--- src/common/bru_pkg.sv ---
// shared widths, opcode enum and stage payload structs for the branch resolution unit
`default_nettype none

package bru_pkg;

    // ------------------------------
    // widths and sizes

    localparam int XLEN        = 32;
    localparam int IMM20_WIDTH = 20;
    localparam int PR_W        = 7;  // physical register tag
    localparam int ROB_W       = 7;  // reorder buffer index
    localparam int ISSUE_DEPTH = 2;
    localparam int ISSUE_PTR_W = $clog2(ISSUE_DEPTH);
    localparam int ISSUE_CNT_W = $clog2(ISSUE_DEPTH + 1);

    // ------------------------------
    // opcodes

    // bit 3 set marks a conditional branch
    typedef enum logic [3:0] {
        JALR   = 4'd0,
        C_JALR = 4'd1,
        JAL    = 4'd2,
        C_JAL  = 4'd3,
        C_J    = 4'd4,
        C_JR   = 4'd5,
        LUI    = 4'd6,
        AUIPC  = 4'd7,
        BEQ    = 4'd8,
        BNE    = 4'd9,
        C_BEQZ = 4'd10,
        C_BNEZ = 4'd11,
        BLT    = 4'd12,
        BGE    = 4'd13,
        BLTU   = 4'd14,
        BGEU   = 4'd15
    } bru_op_e;

    // ------------------------------
    // stage payloads

    typedef struct packed {
        bru_op_e                op;
        logic [XLEN-1:0]        pc;
        logic [XLEN-1:0]        pred_pc;
        logic [IMM20_WIDTH-1:0] imm20;      // packed immediate, sign at bit 11
        logic [XLEN-1:0]        a_data;
        logic [XLEN-1:0]        b_data;
        logic [PR_W-1:0]        dest_pr;
        logic [ROB_W-1:0]       rob_index;
    } bru_issue_t;

    typedef struct packed {
        bru_op_e          op;
        logic [XLEN-1:0]  pc;
        logic [XLEN-1:0]  pred_pc;
        logic [XLEN-1:0]  imm32;
        logic [XLEN-1:0]  a_data;
        logic [XLEN-1:0]  b_data;
        logic [PR_W-1:0]  dest_pr;
        logic [ROB_W-1:0] rob_index;
    } bru_ex_t;

    typedef struct packed {
        bru_op_e          op;
        logic             is_taken;
        logic [XLEN-1:0]  start_pc;
        logic [XLEN-1:0]  target_pc;
        logic [XLEN-1:0]  pred_pc;
        logic [XLEN-1:0]  write_data;
        logic [PR_W-1:0]  dest_pr;
        logic [ROB_W-1:0] rob_index;
    } bru_result_t;

    // register writeback to the PRF
    typedef struct packed {
        logic [XLEN-1:0]  data;
        logic [PR_W-1:0]  pr;
        logic [ROB_W-1:0] rob_index;
    } bru_wb_t;

    // branch notification to the ROB
    typedef struct packed {
        logic [ROB_W-1:0] rob_index;
        logic             is_mispredict;
        logic             is_taken;
        logic [XLEN-1:0]  start_pc;
        logic [XLEN-1:0]  target_pc;
    } bru_notif_t;

endpackage

`default_nettype wire

--- src/bru_resolve/bru_resolve.sv ---
// execute stage: registers the head op and resolves target, taken, start pc and write data
`default_nettype none
`timescale 1ns/10ps

module bru_resolve (
    input  wire logic                         CLK,
    input  wire logic                         nRST,
    input  wire logic                         head_valid,
    input  wire bru_pkg::bru_issue_t          head,
    input  wire logic [bru_pkg::XLEN-1:0]     imm32,
    output logic                              take,
    input  wire logic                         wb_stall,
    output logic                              res_valid,
    output bru_pkg::bru_result_t              res
);

    logic             ex_valid;
    bru_pkg::bru_ex_t ex_q;
    logic             ex_stall;

    logic [bru_pkg::XLEN-1:0] pc_plus_imm;
    logic [bru_pkg::XLEN-1:0] pc_plus_2;
    logic [bru_pkg::XLEN-1:0] pc_plus_4;
    logic [bru_pkg::XLEN-1:0] a_plus_imm;
    logic a_eq_b;
    logic a_eq_zero;
    logic a_lts_b;
    logic a_ltu_b;
    logic br_cond;

    // only stall when there is something here to hold
    assign ex_stall = ex_valid & wb_stall;
    assign take     = head_valid & ~ex_stall;

    // ------------------------------
    // EX register

    always_ff @(posedge CLK or negedge nRST) begin
        if (!nRST) begin
            ex_valid <= 1'b0;
        end else if (!ex_stall) begin
            ex_valid <= head_valid;
        end
    end

    always_ff @(posedge CLK) begin
        if (take) begin
            ex_q.op        <= head.op;
            ex_q.pc        <= head.pc;
            ex_q.pred_pc   <= head.pred_pc;
            ex_q.imm32     <= imm32;
            ex_q.a_data    <= head.a_data;
            ex_q.b_data    <= head.b_data;
            ex_q.dest_pr   <= head.dest_pr;
            ex_q.rob_index <= head.rob_index;
        end
    end

    // ------------------------------
    // adders and comparators

    assign pc_plus_imm = ex_q.pc + ex_q.imm32;
    assign pc_plus_2   = ex_q.pc + 32'd2;
    assign pc_plus_4   = ex_q.pc + 32'd4;
    assign a_plus_imm  = ex_q.a_data + ex_q.imm32;
    assign a_eq_b      = ex_q.a_data == ex_q.b_data;
    assign a_eq_zero   = ex_q.a_data == '0;
    assign a_lts_b     = $signed(ex_q.a_data) < $signed(ex_q.b_data);
    assign a_ltu_b     = ex_q.a_data < ex_q.b_data;

    // branch condition per opcode
    always_comb begin
        case (ex_q.op)
            bru_pkg::BEQ:    br_cond = a_eq_b;
            bru_pkg::BNE:    br_cond = ~a_eq_b;
            bru_pkg::C_BEQZ: br_cond = a_eq_zero;
            bru_pkg::C_BNEZ: br_cond = ~a_eq_zero;
            bru_pkg::BLT:    br_cond = a_lts_b;
            bru_pkg::BGE:    br_cond = ~a_lts_b;
            bru_pkg::BLTU:   br_cond = a_ltu_b;
            bru_pkg::BGEU:   br_cond = ~a_ltu_b;
            default:         br_cond = 1'b0;
        endcase
    end

    // ------------------------------
    // per-op resolution

    always_comb begin
        res.op        = ex_q.op;
        res.pred_pc   = ex_q.pred_pc;
        res.dest_pr   = ex_q.dest_pr;
        res.rob_index = ex_q.rob_index;

        // 32-bit forms as the baseline
        res.is_taken   = 1'b1;
        res.target_pc  = pc_plus_imm;
        res.start_pc   = pc_plus_2;
        res.write_data = pc_plus_4;

        case (ex_q.op)
            bru_pkg::JALR:   res.target_pc = a_plus_imm;
            bru_pkg::JAL:    ;  // baseline already fits
            bru_pkg::C_JALR: begin
                res.target_pc  = ex_q.a_data;
                res.start_pc   = ex_q.pc;
                res.write_data = pc_plus_2;
            end
            bru_pkg::C_JAL: begin
                res.start_pc   = ex_q.pc;
                res.write_data = pc_plus_2;
            end
            bru_pkg::C_J:    res.start_pc = ex_q.pc;
            bru_pkg::C_JR: begin
                res.target_pc = ex_q.a_data;
                res.start_pc  = ex_q.pc;
            end
            bru_pkg::LUI: begin
                res.is_taken   = 1'b0;
                res.write_data = ex_q.imm32;
            end
            bru_pkg::AUIPC: begin
                res.is_taken   = 1'b0;
                res.write_data = pc_plus_imm;
            end
            bru_pkg::C_BEQZ,
            bru_pkg::C_BNEZ: begin
                res.is_taken  = br_cond;
                res.target_pc = br_cond ? pc_plus_imm : pc_plus_2;
                res.start_pc  = ex_q.pc;   // 16-bit fall-through
            end
            default: begin
                res.is_taken  = br_cond;
                res.target_pc = br_cond ? pc_plus_imm : pc_plus_4;
            end
        endcase
    end

    assign res_valid = ex_valid;

endmodule

`default_nettype wire

--- src/rtl/bru_imm_expand.sv ---
// expands the packed 20-bit immediate of an issued op into its 32-bit form
`default_nettype none
`timescale 1ns/10ps

module bru_imm_expand (
    input  wire bru_pkg::bru_op_e                op,
    input  wire logic [bru_pkg::IMM20_WIDTH-1:0] imm20,
    output logic [bru_pkg::XLEN-1:0]             imm32
);

    logic sign;

    // the sign always sits at imm20[11]
    assign sign = imm20[11];

    always_comb begin
        imm32[31] = sign;

        case (op)
            // ------------------------------
            // U-type
            bru_pkg::LUI,
            bru_pkg::AUIPC: begin
                imm32[30:20] = imm20[10:0];
                imm32[19:12] = imm20[19:12];
                imm32[11:0]  = 12'h000;
            end

            // ------------------------------
            // I-type
            bru_pkg::JALR: begin
                imm32[30:20] = {11{sign}};
                imm32[19:12] = {8{sign}};
                imm32[11:0]  = imm20[11:0];
            end

            // ------------------------------
            // J-type, remaining jumps
            bru_pkg::C_JALR,
            bru_pkg::JAL,
            bru_pkg::C_JAL,
            bru_pkg::C_J,
            bru_pkg::C_JR: begin
                imm32[30:20] = {11{sign}};
                imm32[19:12] = imm20[19:12];
                imm32[11]    = imm20[0];
                imm32[10:1]  = imm20[10:1];
                imm32[0]     = 1'b0;
            end

            // ------------------------------
            // B-type, every conditional branch
            default: begin
                imm32[30:20] = {11{sign}};
                imm32[19:12] = {8{sign}};
                imm32[11]    = imm20[0];     // B-imm bit 11 parked in bit 0
                imm32[10:1]  = imm20[10:1];
                imm32[0]     = 1'b0;
            end
        endcase
    end

endmodule

`default_nettype wire

--- src/rtl/bru_issue_buffer.sv ---
// two-entry fall-through buffer between the issue queue and the execute stage
`default_nettype none
`timescale 1ns/10ps

module bru_issue_buffer (
    input  wire logic                CLK,
    input  wire logic                nRST,
    input  wire logic                issue_valid,
    input  wire bru_pkg::bru_issue_t issue,
    output logic                     issue_ready,
    output logic                     head_valid,
    output bru_pkg::bru_issue_t      head,
    input  wire logic                take
);

    bru_pkg::bru_issue_t entries [bru_pkg::ISSUE_DEPTH];

    logic [bru_pkg::ISSUE_PTR_W-1:0] wr_ptr;
    logic [bru_pkg::ISSUE_PTR_W-1:0] rd_ptr;
    logic [bru_pkg::ISSUE_CNT_W-1:0] count;

    logic push;
    logic pop;

    assign issue_ready = count != bru_pkg::ISSUE_CNT_W'(bru_pkg::ISSUE_DEPTH);
    assign head_valid  = count != '0;
    assign head        = entries[rd_ptr];   // fall-through from read pointer

    assign push = issue_valid & issue_ready;
    assign pop  = take & head_valid;

    // ------------------------------
    // pointers and occupancy

    always_ff @(posedge CLK or negedge nRST) begin
        if (!nRST) begin
            wr_ptr <= '0;
            rd_ptr <= '0;
            count  <= '0;
        end else begin
            if (push) begin
                if (wr_ptr == bru_pkg::ISSUE_PTR_W'(bru_pkg::ISSUE_DEPTH - 1))
                    wr_ptr <= '0;
                else
                    wr_ptr <= wr_ptr + 1'b1;
            end
            if (pop) begin
                if (rd_ptr == bru_pkg::ISSUE_PTR_W'(bru_pkg::ISSUE_DEPTH - 1))
                    rd_ptr <= '0;
                else
                    rd_ptr <= rd_ptr + 1'b1;
            end
            case ({push, pop})
                2'b10:   count <= count + 1'b1;
                2'b01:   count <= count - 1'b1;
                default: count <= count;     // idle, or push and pop together
            endcase
        end
    end

    // storage
    always_ff @(posedge CLK) begin
        if (push) begin
            entries[wr_ptr] <= issue;
        end
    end

endmodule

`default_nettype wire

--- src/rtl/bru_pipeline.sv ---
// branch resolution unit top: issue buffer, immediate expand, execute and writeback stages
`default_nettype none
`timescale 1ns/10ps

module bru_pipeline (
    input  wire logic                 CLK,
    input  wire logic                 nRST,

    // issue from the BRU issue queue
    input  wire logic                 issue_valid,
    input  wire bru_pkg::bru_issue_t  issue,
    output logic                      issue_ready,

    // register writeback to the PRF
    output logic                      wb_valid,
    output bru_pkg::bru_wb_t          wb,
    input  wire logic                 wb_ready,

    // branch notification to the ROB
    output logic                      notif_valid,
    output bru_pkg::bru_notif_t       notif,
    input  wire logic                 notif_ready
);

    // ------------------------------
    // internal paths

    logic                     head_valid;
    bru_pkg::bru_issue_t      head;
    logic [bru_pkg::XLEN-1:0] imm32;
    logic                     take;
    logic                     res_valid;
    bru_pkg::bru_result_t     res;
    logic                     wb_stall;

    bru_issue_buffer buffer_i (
        .CLK         (CLK),
        .nRST        (nRST),
        .issue_valid (issue_valid),
        .issue       (issue),
        .issue_ready (issue_ready),
        .head_valid  (head_valid),
        .head        (head),
        .take        (take)
    );

    // immediate is formed ahead of the EX register
    bru_imm_expand imm_expand_i (
        .op    (head.op),
        .imm20 (head.imm20),
        .imm32 (imm32)
    );

    bru_resolve resolve_i (
        .CLK        (CLK),
        .nRST       (nRST),
        .head_valid (head_valid),
        .head       (head),
        .imm32      (imm32),
        .take       (take),
        .wb_stall   (wb_stall),
        .res_valid  (res_valid),
        .res        (res)
    );

    bru_writeback writeback_i (
        .CLK         (CLK),
        .nRST        (nRST),
        .res_valid   (res_valid),
        .res         (res),
        .wb_stall    (wb_stall),
        .wb_valid    (wb_valid),
        .wb          (wb),
        .wb_ready    (wb_ready),
        .notif_valid (notif_valid),
        .notif       (notif),
        .notif_ready (notif_ready)
    );

endmodule

`default_nettype wire

--- src/rtl/bru_writeback.sv ---
// writeback stage: holds the resolved op and drives the PRF writeback and ROB notification
`default_nettype none
`timescale 1ns/10ps

module bru_writeback (
    input  wire logic                 CLK,
    input  wire logic                 nRST,
    input  wire logic                 res_valid,
    input  wire bru_pkg::bru_result_t res,
    output logic                      wb_stall,
    output logic                      wb_valid,
    output bru_pkg::bru_wb_t          wb,
    input  wire logic                 wb_ready,
    output logic                      notif_valid,
    output bru_pkg::bru_notif_t       notif,
    input  wire logic                 notif_ready
);

    logic                 wb_stage_valid;
    bru_pkg::bru_result_t wb_q;

    logic need_wb;
    logic need_notif;

    // ------------------------------
    // WB register

    always_ff @(posedge CLK or negedge nRST) begin
        if (!nRST) begin
            wb_stage_valid <= 1'b0;
        end else if (!wb_stall) begin
            wb_stage_valid <= res_valid;
        end
    end

    always_ff @(posedge CLK) begin
        if (!wb_stall) begin
            wb_q <= res;
        end
    end

    // ------------------------------
    // output needs per opcode

    always_comb begin
        case (wb_q.op)
            bru_pkg::JALR,
            bru_pkg::C_JALR,
            bru_pkg::JAL,
            bru_pkg::C_JAL: begin   // linking jumps need both
                need_wb    = wb_stage_valid;
                need_notif = wb_stage_valid;
            end
            bru_pkg::LUI,
            bru_pkg::AUIPC: begin
                need_wb    = wb_stage_valid;
                need_notif = 1'b0;
            end
            default: begin          // C.J, C.JR and branches
                need_wb    = 1'b0;
                need_notif = wb_stage_valid;
            end
        endcase
    end

    // any required consumer not ready holds the whole stage
    assign wb_stall = (need_wb & ~wb_ready) | (need_notif & ~notif_ready);

    // both outputs go out together or not at all
    assign wb_valid    = need_wb & ~wb_stall;
    assign notif_valid = need_notif & ~wb_stall;

    // ------------------------------
    // payloads

    assign wb.data      = wb_q.write_data;
    assign wb.pr        = wb_q.dest_pr;
    assign wb.rob_index = wb_q.rob_index;

    assign notif.rob_index     = wb_q.rob_index;
    assign notif.is_mispredict = wb_q.target_pc != wb_q.pred_pc;
    assign notif.is_taken      = wb_q.is_taken;
    assign notif.start_pc      = wb_q.start_pc;
    assign notif.target_pc     = wb_q.target_pc;

endmodule

`default_nettype wire

--- config.mk ---
export PLATFORM = sky130hd
export DESIGN_NAME = bru_pipeline
export DESIGN_NICKNAME = d
export VERILOG_FILES = /design/src/common/bru_pkg.sv /design/src/bru_resolve/bru_resolve.sv /design/src/rtl/bru_imm_expand.sv /design/src/rtl/bru_issue_buffer.sv /design/src/rtl/bru_pipeline.sv /design/src/rtl/bru_writeback.sv
export SDC_FILE = /design/constraint.sdc
export NUM_CORES = 1
export LEC_CHECK = 0
export CAP_MARGIN = 5
export CORE_MARGIN = 3
export CORE_UTILIZATION = 31
export CTS_CLUSTER_DIAMETER = 150
export DETAILED_ROUTE_END_ITERATION = 8
export DONT_BUFFER_PORTS = 1
export GPL_ROUTABILITY_DRIVEN = 0
export PLACE_DENSITY_LB_ADDON = 0.3
export SLEW_MARGIN = 0
export SYNTH_ARGS = -nofsm -noshare
export SYNTH_HDL_FRONTEND = slang
export SYNTH_SLANG_ARGS = --single-unit
--- constraint.sdc ---
create_clock -name CLK -period 19.95 [get_ports CLK]
set_clock_uncertainty 0.1 [all_clocks]
set_input_delay 1.995 -clock CLK [delete_from_list [all_inputs] [get_ports CLK]]
set_output_delay 1.995 -clock CLK [all_outputs]
set_load 0.02 [all_outputs]
# Word level (Yosys, flattened, before mapping)
# Memories as Yosys holds them, arrays and structs flattened.
# Cells that the tools add are included.
dict set report word_totals {
  reg_bits 331
  latchBits 0
  ram_bits 332
  romBits 0
  memories 1
}
# memory words word_bits rd rd_ports_with_merged_regs write_ports line
set mem_list {}
lappend mem_list {buffer_i.entries 2 166 1 0 1 bru_issue_buffer.sv:16} ;# bru_pkg::bru_issue_t entries [bru_pkg::ISSUE_DEPTH];
dict set report classes {
  n_addsub 8
  multipliers 0
  n_div 0
  magnitude_cmp 2
  eq_ne 32
  n_shift 0
  muxes 15
  n_bitwise 17
  n_reduce_logical 17
}
# operator n
set ops {}
lappend ops {{$pmux 32 s4} 1}
lappend ops {{$mux 32} 3}
lappend ops {{$pmux 32 s3} 1}
lappend ops {{$pmux 31 s3} 1}
lappend ops {{$add 32x32->32} 2}
lappend ops {{$lt 32x32->1} 2}
lappend ops {{$eq 4x3->1 const B} 10}
lappend ops {{$add 32x2->32 const B} 1}
lappend ops {{$add 32x3->32 const B} 1}
lappend ops {{$eq 32x32->1} 1}
lappend ops {{$eq 4x4->1 const B} 8}
lappend ops {{$logic_not 32->1} 1}
lappend ops {{$ne 32x32->1} 1}
lappend ops {{$eq 4x2->1 const B} 6}
lappend ops {{$reduce_or 6->1} 3}
lappend ops {{$eq 4x1->1 const B} 3}
lappend ops {{$logic_not 4->1} 3}
lappend ops {{$reduce_or 2->1} 6}
lappend ops {{$reduce_or 5->1} 2}
lappend ops {{$and 1x1->1} 8}
lappend ops {{$not 1->1} 8}
lappend ops {{$pmux 1 s8} 1}
lappend ops {{$mux 1} 6}
lappend ops {{$pmux 2 s2} 1}
lappend ops {{9 further kinds} 11}

# Logic depth before layout (Yosys ltp)
# Gate-level depths: netlist (run 1).
dict set report depth {
  word_depth 11
  ltp_mapped 13
  ltp_nobuf 12
}

# By module
# From an unflattened synthesis (run 1), not the netlist that was laid out.
dict set report hier_totals {
  cells_unflattened 2404
  area_unflattened_um2 32786.4
}
# mod n_inst cells_each area_per_inst_um2
set modules_own_cells {}
lappend modules_own_cells {bru_resolve 1 1495 13988.4}
lappend modules_own_cells {bru_issue_buffer 1 534 12714.7}
lappend modules_own_cells {bru_writeback 1 321 5724.2}
lappend modules_own_cells {bru_imm_expand 1 54 359.1}

# Worst setup path before layout (run 1)
# Ideal clock, no wire load.
dict set report synth_path {
  path_kind {input port to flip-flop}
  from {input port notif_ready}
  to {register buffer_i.count[1] (netlist bit)}
  setup_ps 79
  arrival_time_ps 13488
  required_ps 19771
  setup_slack_ps 6283
  stages 7
  path_cell_list {nor2b_1 -> a31o_2 -> nand2_1 -> a41oi_1 -> ha_1 -> nor2_1 -> xor2_1}
}
dict set report synth_via {
  elab_chain_cells 9
  elab_cells_between_ends 11
  classes_between {eq/ne: 2; mux: 1; bitwise: 7; reduce/logical: 1}
}
# element line
set synth_lines {}
lappend synth_lines {{start: declaration} bru_pipeline.sv:22} ;# input wire logic notif_ready
lappend synth_lines {{$not 1->1 (*)} bru_writeback.sv:67} ;# assign wb_stall = (need_wb & ~wb_ready) | (need_notif & ~notif_ready);
lappend synth_lines {{$and 1x1->1 (*)} bru_writeback.sv:67}
lappend synth_lines {{$or 1x1->1 (*)} bru_writeback.sv:67}
lappend synth_lines {{$and 1x1->1 (*)} bru_resolve.sv:32} ;# assign ex_stall = ex_valid & wb_stall;
lappend synth_lines {{$not 1->1 (*)} bru_resolve.sv:33} ;# assign take = head_valid & ~ex_stall;
lappend synth_lines {{$and 1x1->1 (*)} bru_resolve.sv:33}
lappend synth_lines {{$and 1x1->1 (*)} bru_issue_buffer.sv:30} ;# assign pop = take & head_valid;
lappend synth_lines {{via buffer_i.pop} bru_issue_buffer.sv:23} ;# logic pop;
lappend synth_lines {{$eq 2x1->1 or $eq 2x2->1 (tied branches)} bru_issue_buffer.sv:53} ;# case ({push, pop})
lappend synth_lines {{$pmux 2 s2 or $reduce_bool 2->1 (tied branches)} -}
lappend synth_lines {{end signal: assignment} bru_issue_buffer.sv:54} ;# 2'b10: count <= count + 1'b1;
lappend synth_lines {{end signal: assignment} bru_issue_buffer.sv:55} ;# 2'b01: count <= count - 1'b1;
lappend synth_lines {{end signal: assignment} bru_issue_buffer.sv:56} ;# default: count <= count;
lappend synth_lines {{end: declaration} bru_issue_buffer.sv:20} ;# logic [bru_pkg::ISSUE_CNT_W-1:0] count;
# The timed path passes the listed nets; every way through them passes the cells marked *.
# A chain may end at the register's enable or synchronous reset.

# Final worst setup path (run 1)
dict set report layout_path {
  from {input port notif_ready}
  to {output port wb_valid}
}
dict set report layout_via {
  elab_chain_cells 5
}
# element line
set layout_lines {}
lappend layout_lines {{$not 1->1} bru_writeback.sv:67}
lappend layout_lines {{$and 1x1->1} bru_writeback.sv:67}
lappend layout_lines {{$or 1x1->1} bru_writeback.sv:67}
lappend layout_lines {{$not 1->1} bru_writeback.sv:70} ;# assign wb_valid = need_wb & ~wb_stall;
lappend layout_lines {{$and 1x1->1} bru_writeback.sv:70}
lappend layout_lines {{end: declaration} bru_pipeline.sv:15} ;# output logic wb_valid,
# Every way passes these cells.

==> metrics.txt, run 1 <==
Cells after Synth 2342; biggest area consumer among synthesized cells edfxtp_1; via count 18853; Synth Register Bits 662; antenna violations before repair 8; crit-path most repeated cell nand2_1; Syn. warnings 0; TritonCTS clock tree built; commonest cells in the netlist edfxtp_1, a21oi_1, mux2_2; grt ovf 0; First DRT Iteration DRCs 1747; H-tree Lvls 3; nets 2483; final instance area 34500 um2; die area 105000 um2; DP HPWL 65.9 mm; Seq/Total Area, Yosys 0.630; crit path cell chain nor2b_1, a31o_2, nand2_1, nand3_4, nand2_1, nor3_1; Setup crit start kind input port; Post-CTS Hold Buffers 0; Hold Path Depth 0; die height 325 um; Final setup viols 0; drt drc 0; Syn Area/Cell 13.5 um2; GRT Resource Usage Total 0.168; Final Core Density 0.344; DP Area 32200 um2; number of flops mapped to enable cells by yosys 656; clk slew on worst S/H paths 0.06 ns; Max Cap Viol 0; Period Utilization, post-route 0.273; Pins Over Slew Limit 0; vias in the first global route 18833; most numerous cell in the Yosys netlist edfxtp_1; syn_nets 2612; final setup TNS 0 ns; fraction of registers with async set/reset 0.00906; core area 100000 um2; Area Overhead vs Synth 9.60%; Crit. End Element output port; cts bufs inserted 70; row cnt 116; DR pass1 iterations 6; Slew HR 0.133; Multi-input gate area 10200 um2; number of vias per cell 5.20; DRT Wirelength 91.2 mm; Worst Path Buf+Inv 0; R2R Setup Slk 15.32 ns; Worst path top cell family by delay simple AND/OR/NAND/NOR gates; unrepaired setup endpoints after global routing no; Yosys top cell area share 0.625; final period demand of the worst path 5.44 ns; Root Driver clkbuf_16; R2R depth 11; fmax 184 MHz; status finished clean; Antenna Nets Post-Route 0; Sink Count 662; CP Class in -> out; Critical Path Max Stage Delay 0.56 ns; Max clock buf depth 3; Area contributors post-synth edfxtp_1, mux2_2, ha_1, xnor2_1, buf_4; Critical Path Stages 6; Setup Fix Bufs, Post-CTS 0; first-pass GRT wire length 131 mm; # IOs 293; fillcell total 9721; slowest stage cell, crit path nor3_1; Slew @ Worst Pin 1.30 ns; Hold Path Class reg -> reg; Synth cell types 71; Final Hold Fails 0; Resize count post-CTS 0; Worst Path Arrival 3.34 ns; pin count of the biggest net entering global routing 167; Seq. cell area 19900 um2; die width 325 um; CP Data Required Time 17.85 ns; PortBufs 0; Initial Util 0.314; worst skew pair latency 0.64 ns; worst-path fanout max 19; share of layout cells above drive strength 1 0.136; Synth Cell Area 31500 um2; dominant synthesized flop cell edfxtp_1; wire length per cell 25.1 um
[stage by stage]
step | setup slack (ns) | std cells | hold WS (ns)
6_report | 14.51 | 3629 | 0.320
5_1_grt | 14.42 | 3627 | 0.322
4_1_cts | 14.47 | 3625 | 0.321
3_5_place_dp | 14.47 | 3498 | 0.306
3_3_place_gp | 14.42 | 3498 | 0.301
2_1_floorplan | 6.28 | 2342 | 0.300
[placed cells by master (no fill, tap or decap), types with 13 or more instances in the layout]
cell	n
o21ai_0	82
xnor2_1	126
mux2_2	149
nor2b_1	13
nand2b_1	15
clkinv_1	13
nor4_1	16
mux2i_1	42
nand3_1	51
nor2_1	145
inv_1	60
a21oi_1	151
xor2_1	65
ha_1	97
clkinv_2	13
and3_1	16
clkbuf_16	71
a21o_1	25
a31oi_1	22
a221oi_1	25
nor3_1	15
nand2_1	135
nand4_1	35
a211oi_1	25
buf_4	18
edfxtp_1	656
[cell type report]
| cell class | instances | area share |
|---|---|---|
| flip-flops and latches | 662 | 0.575 |
| multi-input cells | 1399 | 0.295 |
| clock buffers | 78 | 0.0522 |
| well taps | 1357 | 0.0492 |
| clock inverters | 49 | 0.0162 |
| inverters | 60 | 0.00652 |
| repair buffers | 20 | 0.00507 |
| diodes | 4 | 0.000290 |
[worst paths after layout]
path	startpoint	end
min reg2reg	resolve_i.res[61]$_DFFE_PP_	writeback_i.wb_q[61]$_DFFE_PN_
min in group asynchronous	nRST	buffer_i.rd_ptr$_DFFE_PN0P_
max	notif_ready	wb_valid
max in group asynchronous	nRST	buffer_i.rd_ptr$_DFFE_PN0P_
max reg2reg	resolve_i.ex_q[53]$_DFFE_PP_	writeback_i.notif[14]$_DFFE_PN_
min	resolve_i.res[61]$_DFFE_PP_	writeback_i.wb_q[61]$_DFFE_PN_
[routing by layer]
metal  vias up  global-route usage  wire [um]
li1       8469                   -          -
met1      9395               0.191      33500
met2       768               0.298      46700
met3       211              0.0426       6690
met4        10              0.0768       4270
met5         -                   0         62
[kinds of logic after synthesis]
kind of cell | share of synthesized area
mux | 0.0666
xor+xnor | 0.0531
compound gates | 0.0898
flops | 0.630
buf+inv | 0.0480
fa+ha+maj | 0.0398
simple gates | 0.0726
[sequential cells by signal, indices dropped and copies added (netlist names)]
register	count
buffer_i.entries	332
resolve_i.ex_q	128
writeback_i.notif	72
resolve_i.res	50
writeback_i.wb	39
writeback_i.wb_q	35
buffer_i.count	2
buffer_i.rd_ptr	1
buffer_i.wr_ptr	1
resolve_i.res_valid	1
writeback_i.wb_stage_valid	1
Power of run 1 is not shown: default switching activity piles up to over one toggle a cycle in this logic, so the estimate is an artifact.
==> inputs of run 2 (changes only) <==
==> constraint.sdc (replaced) <==
create_clock -name CLK -period 4.7 [get_ports CLK]
set_clock_uncertainty 0.1 [all_clocks]
set_input_delay 0.47 -clock CLK [delete_from_list [all_inputs] [get_ports CLK]]
set_output_delay 0.47 -clock CLK [all_outputs]
set_load 0.02 [all_outputs]
==> run 2 against run 1 <==
  * Final cell count grew 5.4%
  * Cell area grew 5.6%
  * Via count grew 4.6%
  * Setup slack lost 14 ns
  * First-iteration DRC count shrank 0.40%
  * Flip-flop and latch count is the same
  * Sequential share of layout area shrank 3.0 points
  * Non-clock buffer count grew 189
  * Global-route usage grew 0.57 points
  * Die area is the same
==> metrics.txt, run 2 (synthesis results as in run 1) <==
die width 325 um; Root Driver clkbuf_16; Worst Path Arrival 4.49 ns; TritonCTS clock tree built; pin count of the biggest net entering global routing 149; Max Cap Viol 0; via count 19725; global routing's busiest layer met2; DP HPWL 68.9 mm; CP Class reg -> reg; Initial Util 0.314; Pins Over Slew Limit 0; GRT Resource Usage Total 0.174; Slew HR 0.214; Hold Path Class in -> async; Max clock buf depth 3; worst skew pair latency 0.64 ns; fmax 238 MHz; nets 2674; Antenna Nets Post-Route 0; Period Utilization, post-route 0.895; Final WS setup 0.496 ns; status finished clean; Final setup viols 0; most frequent cells in the layout edfxtp_1, dlygate4sd3_1, a21oi_1, mux2_2, nor2_1; Sink Count 662; number of vias per cell 5.16; Final Hold Fails 0; # IOs 293; Setup Fix Bufs, Post-CTS 0; slowest stage cell, crit path nor4_1; DRT Wirelength 94.1 mm; unrepaired setup endpoints after global routing no; final instance area 36400 um2; Setup crit start kind register; Slew @ Worst Pin 1.18 ns; DR pass1 iterations 6; PortBufs 0; clk slew on worst S/H paths 0.07 ns; DP Area 32400 um2; met2 Track Usage GR 0.303; fillcell total 9654; final period demand of the worst path 4.20 ns; antenna violations before repair 6; H-tree Lvls 3; Crit. End Element register; First DRT Iteration DRCs 1740; Critical Path Max Stage Delay 0.61 ns; cts bufs inserted 72; Seq. cell area 19900 um2; row cnt 116; CP Data Required Time 4.99 ns; die area 105000 um2; Multi-input gate area 10200 um2; max reg flops 332; first-pass GRT wire length 136 mm; largest reg by FF count buffer_i.entries; commonest non-fill, non-tap cell in the layout edfxtp_1; pre-CTS setup slack 0.608 ns; grt ovf 0; die height 325 um; worst-path fanout max 11; drt drc 0; core area 100000 um2; met3 Use GR 0.0342; Area Overhead vs Synth 15.7%; wire length per cell 24.6 um; crit path cell chain ha_1, nand4_1, nor4_1, a211oi_1, nor4_4, o2bb2ai_1, or3_1, nand2_1, nand2_1, a221oi_1, nand2_1; share of layout cells above drive strength 1 0.134; met1 Use GR 0.207; vias in the first global route 19849; crit-path most repeated cell nand2_1
run 2: cell types whose count changed in the layout (fill, tap and decap cells not counted), sizes merged, moves of 3 or more:
cell	before	now
dlygate4sd3	0	168
buf	20	41
clkinv	28	34
bufinv	10	6
clkbuf	78	82
inv	67	63
clkinvlp	4	7
run 2: layout make-up:
cell class / instances / area share
Sequential cell: 662 / 0.545
Multi-Input combinational cell: 1399 / 0.280
Timing Repair Buffer: 209 / 0.0577
Clock buffer: 82 / 0.0505
Tap cell: 1357 / 0.0466
Clock inverter: 50 / 0.0141
Inverter: 60 / 0.00618
Antenna cell: 5 / 0.000343
run 2: final timing paths:
path	from	endpoint	slack, ns	cells past startpoint
worst min-delay path	nRST	buffer_i.rd_ptr$_DFFE_PN0P_	0.13	1
worst min register to register	resolve_i.res[6]$_DFFE_PP_	writeback_i.notif[72]$_DFFE_PN_	0.32	0
worst max register to register	resolve_i.ex_q[73]$_DFFE_PP_	writeback_i.notif[16]$_DFFE_PN_	0.50	11
min in group CLK	resolve_i.res[6]$_DFFE_PP_	writeback_i.notif[72]$_DFFE_PN_	0.32	0
worst max-delay path	resolve_i.ex_q[73]$_DFFE_PP_	writeback_i.notif[16]$_DFFE_PN_	0.50	11
max in group asynchronous	nRST	buffer_i.rd_ptr$_DFFE_PN0P_	4.02	1
run 2: per-layer routing:
metal | routed length [um] | up-vias | share of wire
met3 | 5760 | 223 | 0.061
li1 | - | 8849 | -
met4 | 4790 | 0 | 0.051
met5 | 0 | - | 0
met2 | 47300 | 760 | 0.50
met1 | 36300 | 9893 | 0.39
run 2: stage by stage:
step	instances	hold slack (ns)	utilization	setup TNS (ns)
after floorplan	2342	0.0744	-	-0.656
after global placement	3519	0.0754	0.323	0
after detailed placement	3519	0.0754	0.323	0
after CTS	3819	0.108	0.363	0
after global routing	3823	0.117	0.363	0
final	3824	0.128	0.363	0
run 2: repair_timing:
| item | 4_1_cts | 5_1_grt |
|---|---|---|
| endpoints found under the setup margin | 0 | 0 |
| hold endpoints to repair | 339 | 0 |
| hold buffers | 168 | 0 |
| gates resized for setup | 0 | 0 |
run 2: worst max-delay path, delay by kind of cell, from the launching register on:
kind	cells	cell delay [ns]
flip-flops	1	0.48
AO/OA/AOI/OAI	3	0.70
adder cells (fa/ha/maj)	1	0.37
AND/OR/NAND/NOR	7	2.28
Power of run 2 is left out for the same reason.
==> inputs of run 3 (changes only) <==
--- a/config.mk
+++ b/config.mk
@@ -9,10 +9,11 @@
 export CORE_MARGIN = 3
 export CORE_UTILIZATION = 31
 export CTS_CLUSTER_DIAMETER = 150
+export CTS_CLUSTER_SIZE = 16
 export DETAILED_ROUTE_END_ITERATION = 8
 export DONT_BUFFER_PORTS = 1
 export GPL_ROUTABILITY_DRIVEN = 0
-export PLACE_DENSITY_LB_ADDON = 0.3
+export PLACE_DENSITY = 0.43
 export SLEW_MARGIN = 0
 export SYNTH_ARGS = -nofsm -noshare
 export SYNTH_HDL_FRONTEND = slang
==> run 3 against run 2 <==
  * Die area unchanged
  * Register-to-register slack about the same
  * Hold slack worse by 0.055 ns
  * Critical endpoint is now writeback_i.notif[24]$_DFFE_PN_
==> metrics.txt, run 3 (synthesis results as in run 1) <==
status finished clean; antenna violations before repair 5; CP Class reg -> reg; fmax 238 MHz; Final Core Density 0.353; final setup TNS 0 ns; Slew HR 0.122; H-tree Lvls 2; Worst path top cell family by delay simple AND/OR/NAND/NOR gates; DRT Wirelength 98.2 mm; via count 19384; Worst Path Arrival 4.48 ns; DR pass1 iterations 6; final period demand of the worst path 4.21 ns; die area 105000 um2; share of layout cells above drive strength 1 0.118; Worst Path Buf+Inv 2; CP Data Required Time 4.97 ns; Initial Util 0.314; nets 2658; grt ovf 0; Hold Path Class in -> async; PortBufs 0; pin count of the biggest net entering global routing 149; Final setup viols 0; wire length per cell 26.1 um; Resize count post-CTS 0; # IOs 293; drt drc 0; final instance area 35400 um2; Period Utilization, post-route 0.895; DP Area 32500 um2; Sink Count 662; worst skew pair latency 0.65 ns; Antenna Nets Post-Route 0; slowest stage cell, crit path nor4_4; most frequent cells in the layout edfxtp_1, dlygate4sd3_1, a21oi_1, mux2_2, nor2_1; core area 100000 um2; GRT Resource Usage Total 0.182; first-pass GRT wire length 141 mm; crit path cell chain ha_1, nand4_1, nor4_1, buf_4, a211oi_1, nor4_4, o2bb2ai_1, nor3_4, buf_4, a21oi_1, a211oi_1, o21ai_0; First DRT Iteration DRCs 1956; die height 325 um; commonest non-fill, non-tap cell in the layout edfxtp_1; Final Hold Fails 0; clk slew on worst S/H paths 0.09 ns; Critical Path Max Stage Delay 0.59 ns; row cnt 116; Crit. End Element register; vias in the first global route 19472; largest reg by FF count buffer_i.entries; max reg flops 332; Post-CTS Hold Buffers 168; Max clock buf depth 3; Slew @ Worst Pin 1.31 ns; worst-path fanout max 25; Setup crit start kind register; number of vias per cell 5.16; Root Driver clkbuf_16; TritonCTS clock tree built; unrepaired setup endpoints after global routing no; Max Cap Viol 0; die width 325 um; Pins Over Slew Limit 0; DP HPWL 70.9 mm; Area Overhead vs Synth 12.4%; cts bufs inserted 47; Setup Fix Bufs, Post-CTS 0
## run 3: cell count changes in the layout (fill, tap and decap cells not counted), sizes merged
| cell | change |
|---|---|
| buf | +9 |
| bufinv | -6 |
| clkbuf | -26 |
| clkinv | -34 |
| clkinvlp | -7 |
| diode | -3 |
| inv | +1 |
## run 3: area by class of cell
class / count / area, um2
Antenna cell: 2 / 5.00
Clock buffer: 56 / 1210
Clock inverter: 4 / 37.5
Fill cell: 9796 / 65000
Inverter: 60 / 225
Multi-Input combinational cell: 1399 / 10200
Sequential cell: 662 / 19900
Tap cell: 1357 / 1700
Timing Repair Buffer: 218 / 2170
## run 3: path summary, 6_finish.rpt
check / cells after the start / slack, ns / startpoint / end
max in group asynchronous: 1 / 4.15 / nRST / buffer_i.rd_ptr$_DFFE_PN0P_
min in group CLK: 0 / 0.31 / resolve_i.res[61]$_DFFE_PP_ / writeback_i.wb_q[61]$_DFFE_PN_
max: 12 / 0.49 / resolve_i.ex_q[61]$_DFFE_PP_ / writeback_i.notif[24]$_DFFE_PN_
min: 1 / 0.07 / nRST / resolve_i.res_valid$_DFFE_PN0N_
max reg2reg: 12 / 0.49 / resolve_i.ex_q[61]$_DFFE_PP_ / writeback_i.notif[24]$_DFFE_PN_
min reg2reg: 0 / 0.31 / resolve_i.res[61]$_DFFE_PP_ / writeback_i.wb_q[61]$_DFFE_PN_
## run 3: per-stage QoR
| step | std cells | setup slack [ns] | hold WS, ns |
|---|---|---|---|
| after CTS | 3756 | 0.437 | 0.0207 |
| after floorplan | 2342 | -0.375 | 0.0744 |
| final | 3758 | 0.492 | 0.0737 |
| after detailed placement | 3528 | 0.436 | 0.0747 |
| after global routing | 3758 | 0.194 | 0.0480 |
| after global placement | 3528 | 0.472 | 0.0747 |
## run 3: per-layer routing
| metal | vias up | part of all wire | GRT usage |
|---|---|---|---|
| met1 | 9802 | 0.42 | 0.232 |
| met4 | 0 | 0.035 | 0.0600 |
| met2 | 684 | 0.50 | 0.315 |
| met3 | 129 | 0.053 | 0.0287 |
| met5 | - | 0 | 0 |
| li1 | 8769 | - | - |
Power of run 3 is left out for the same reason.
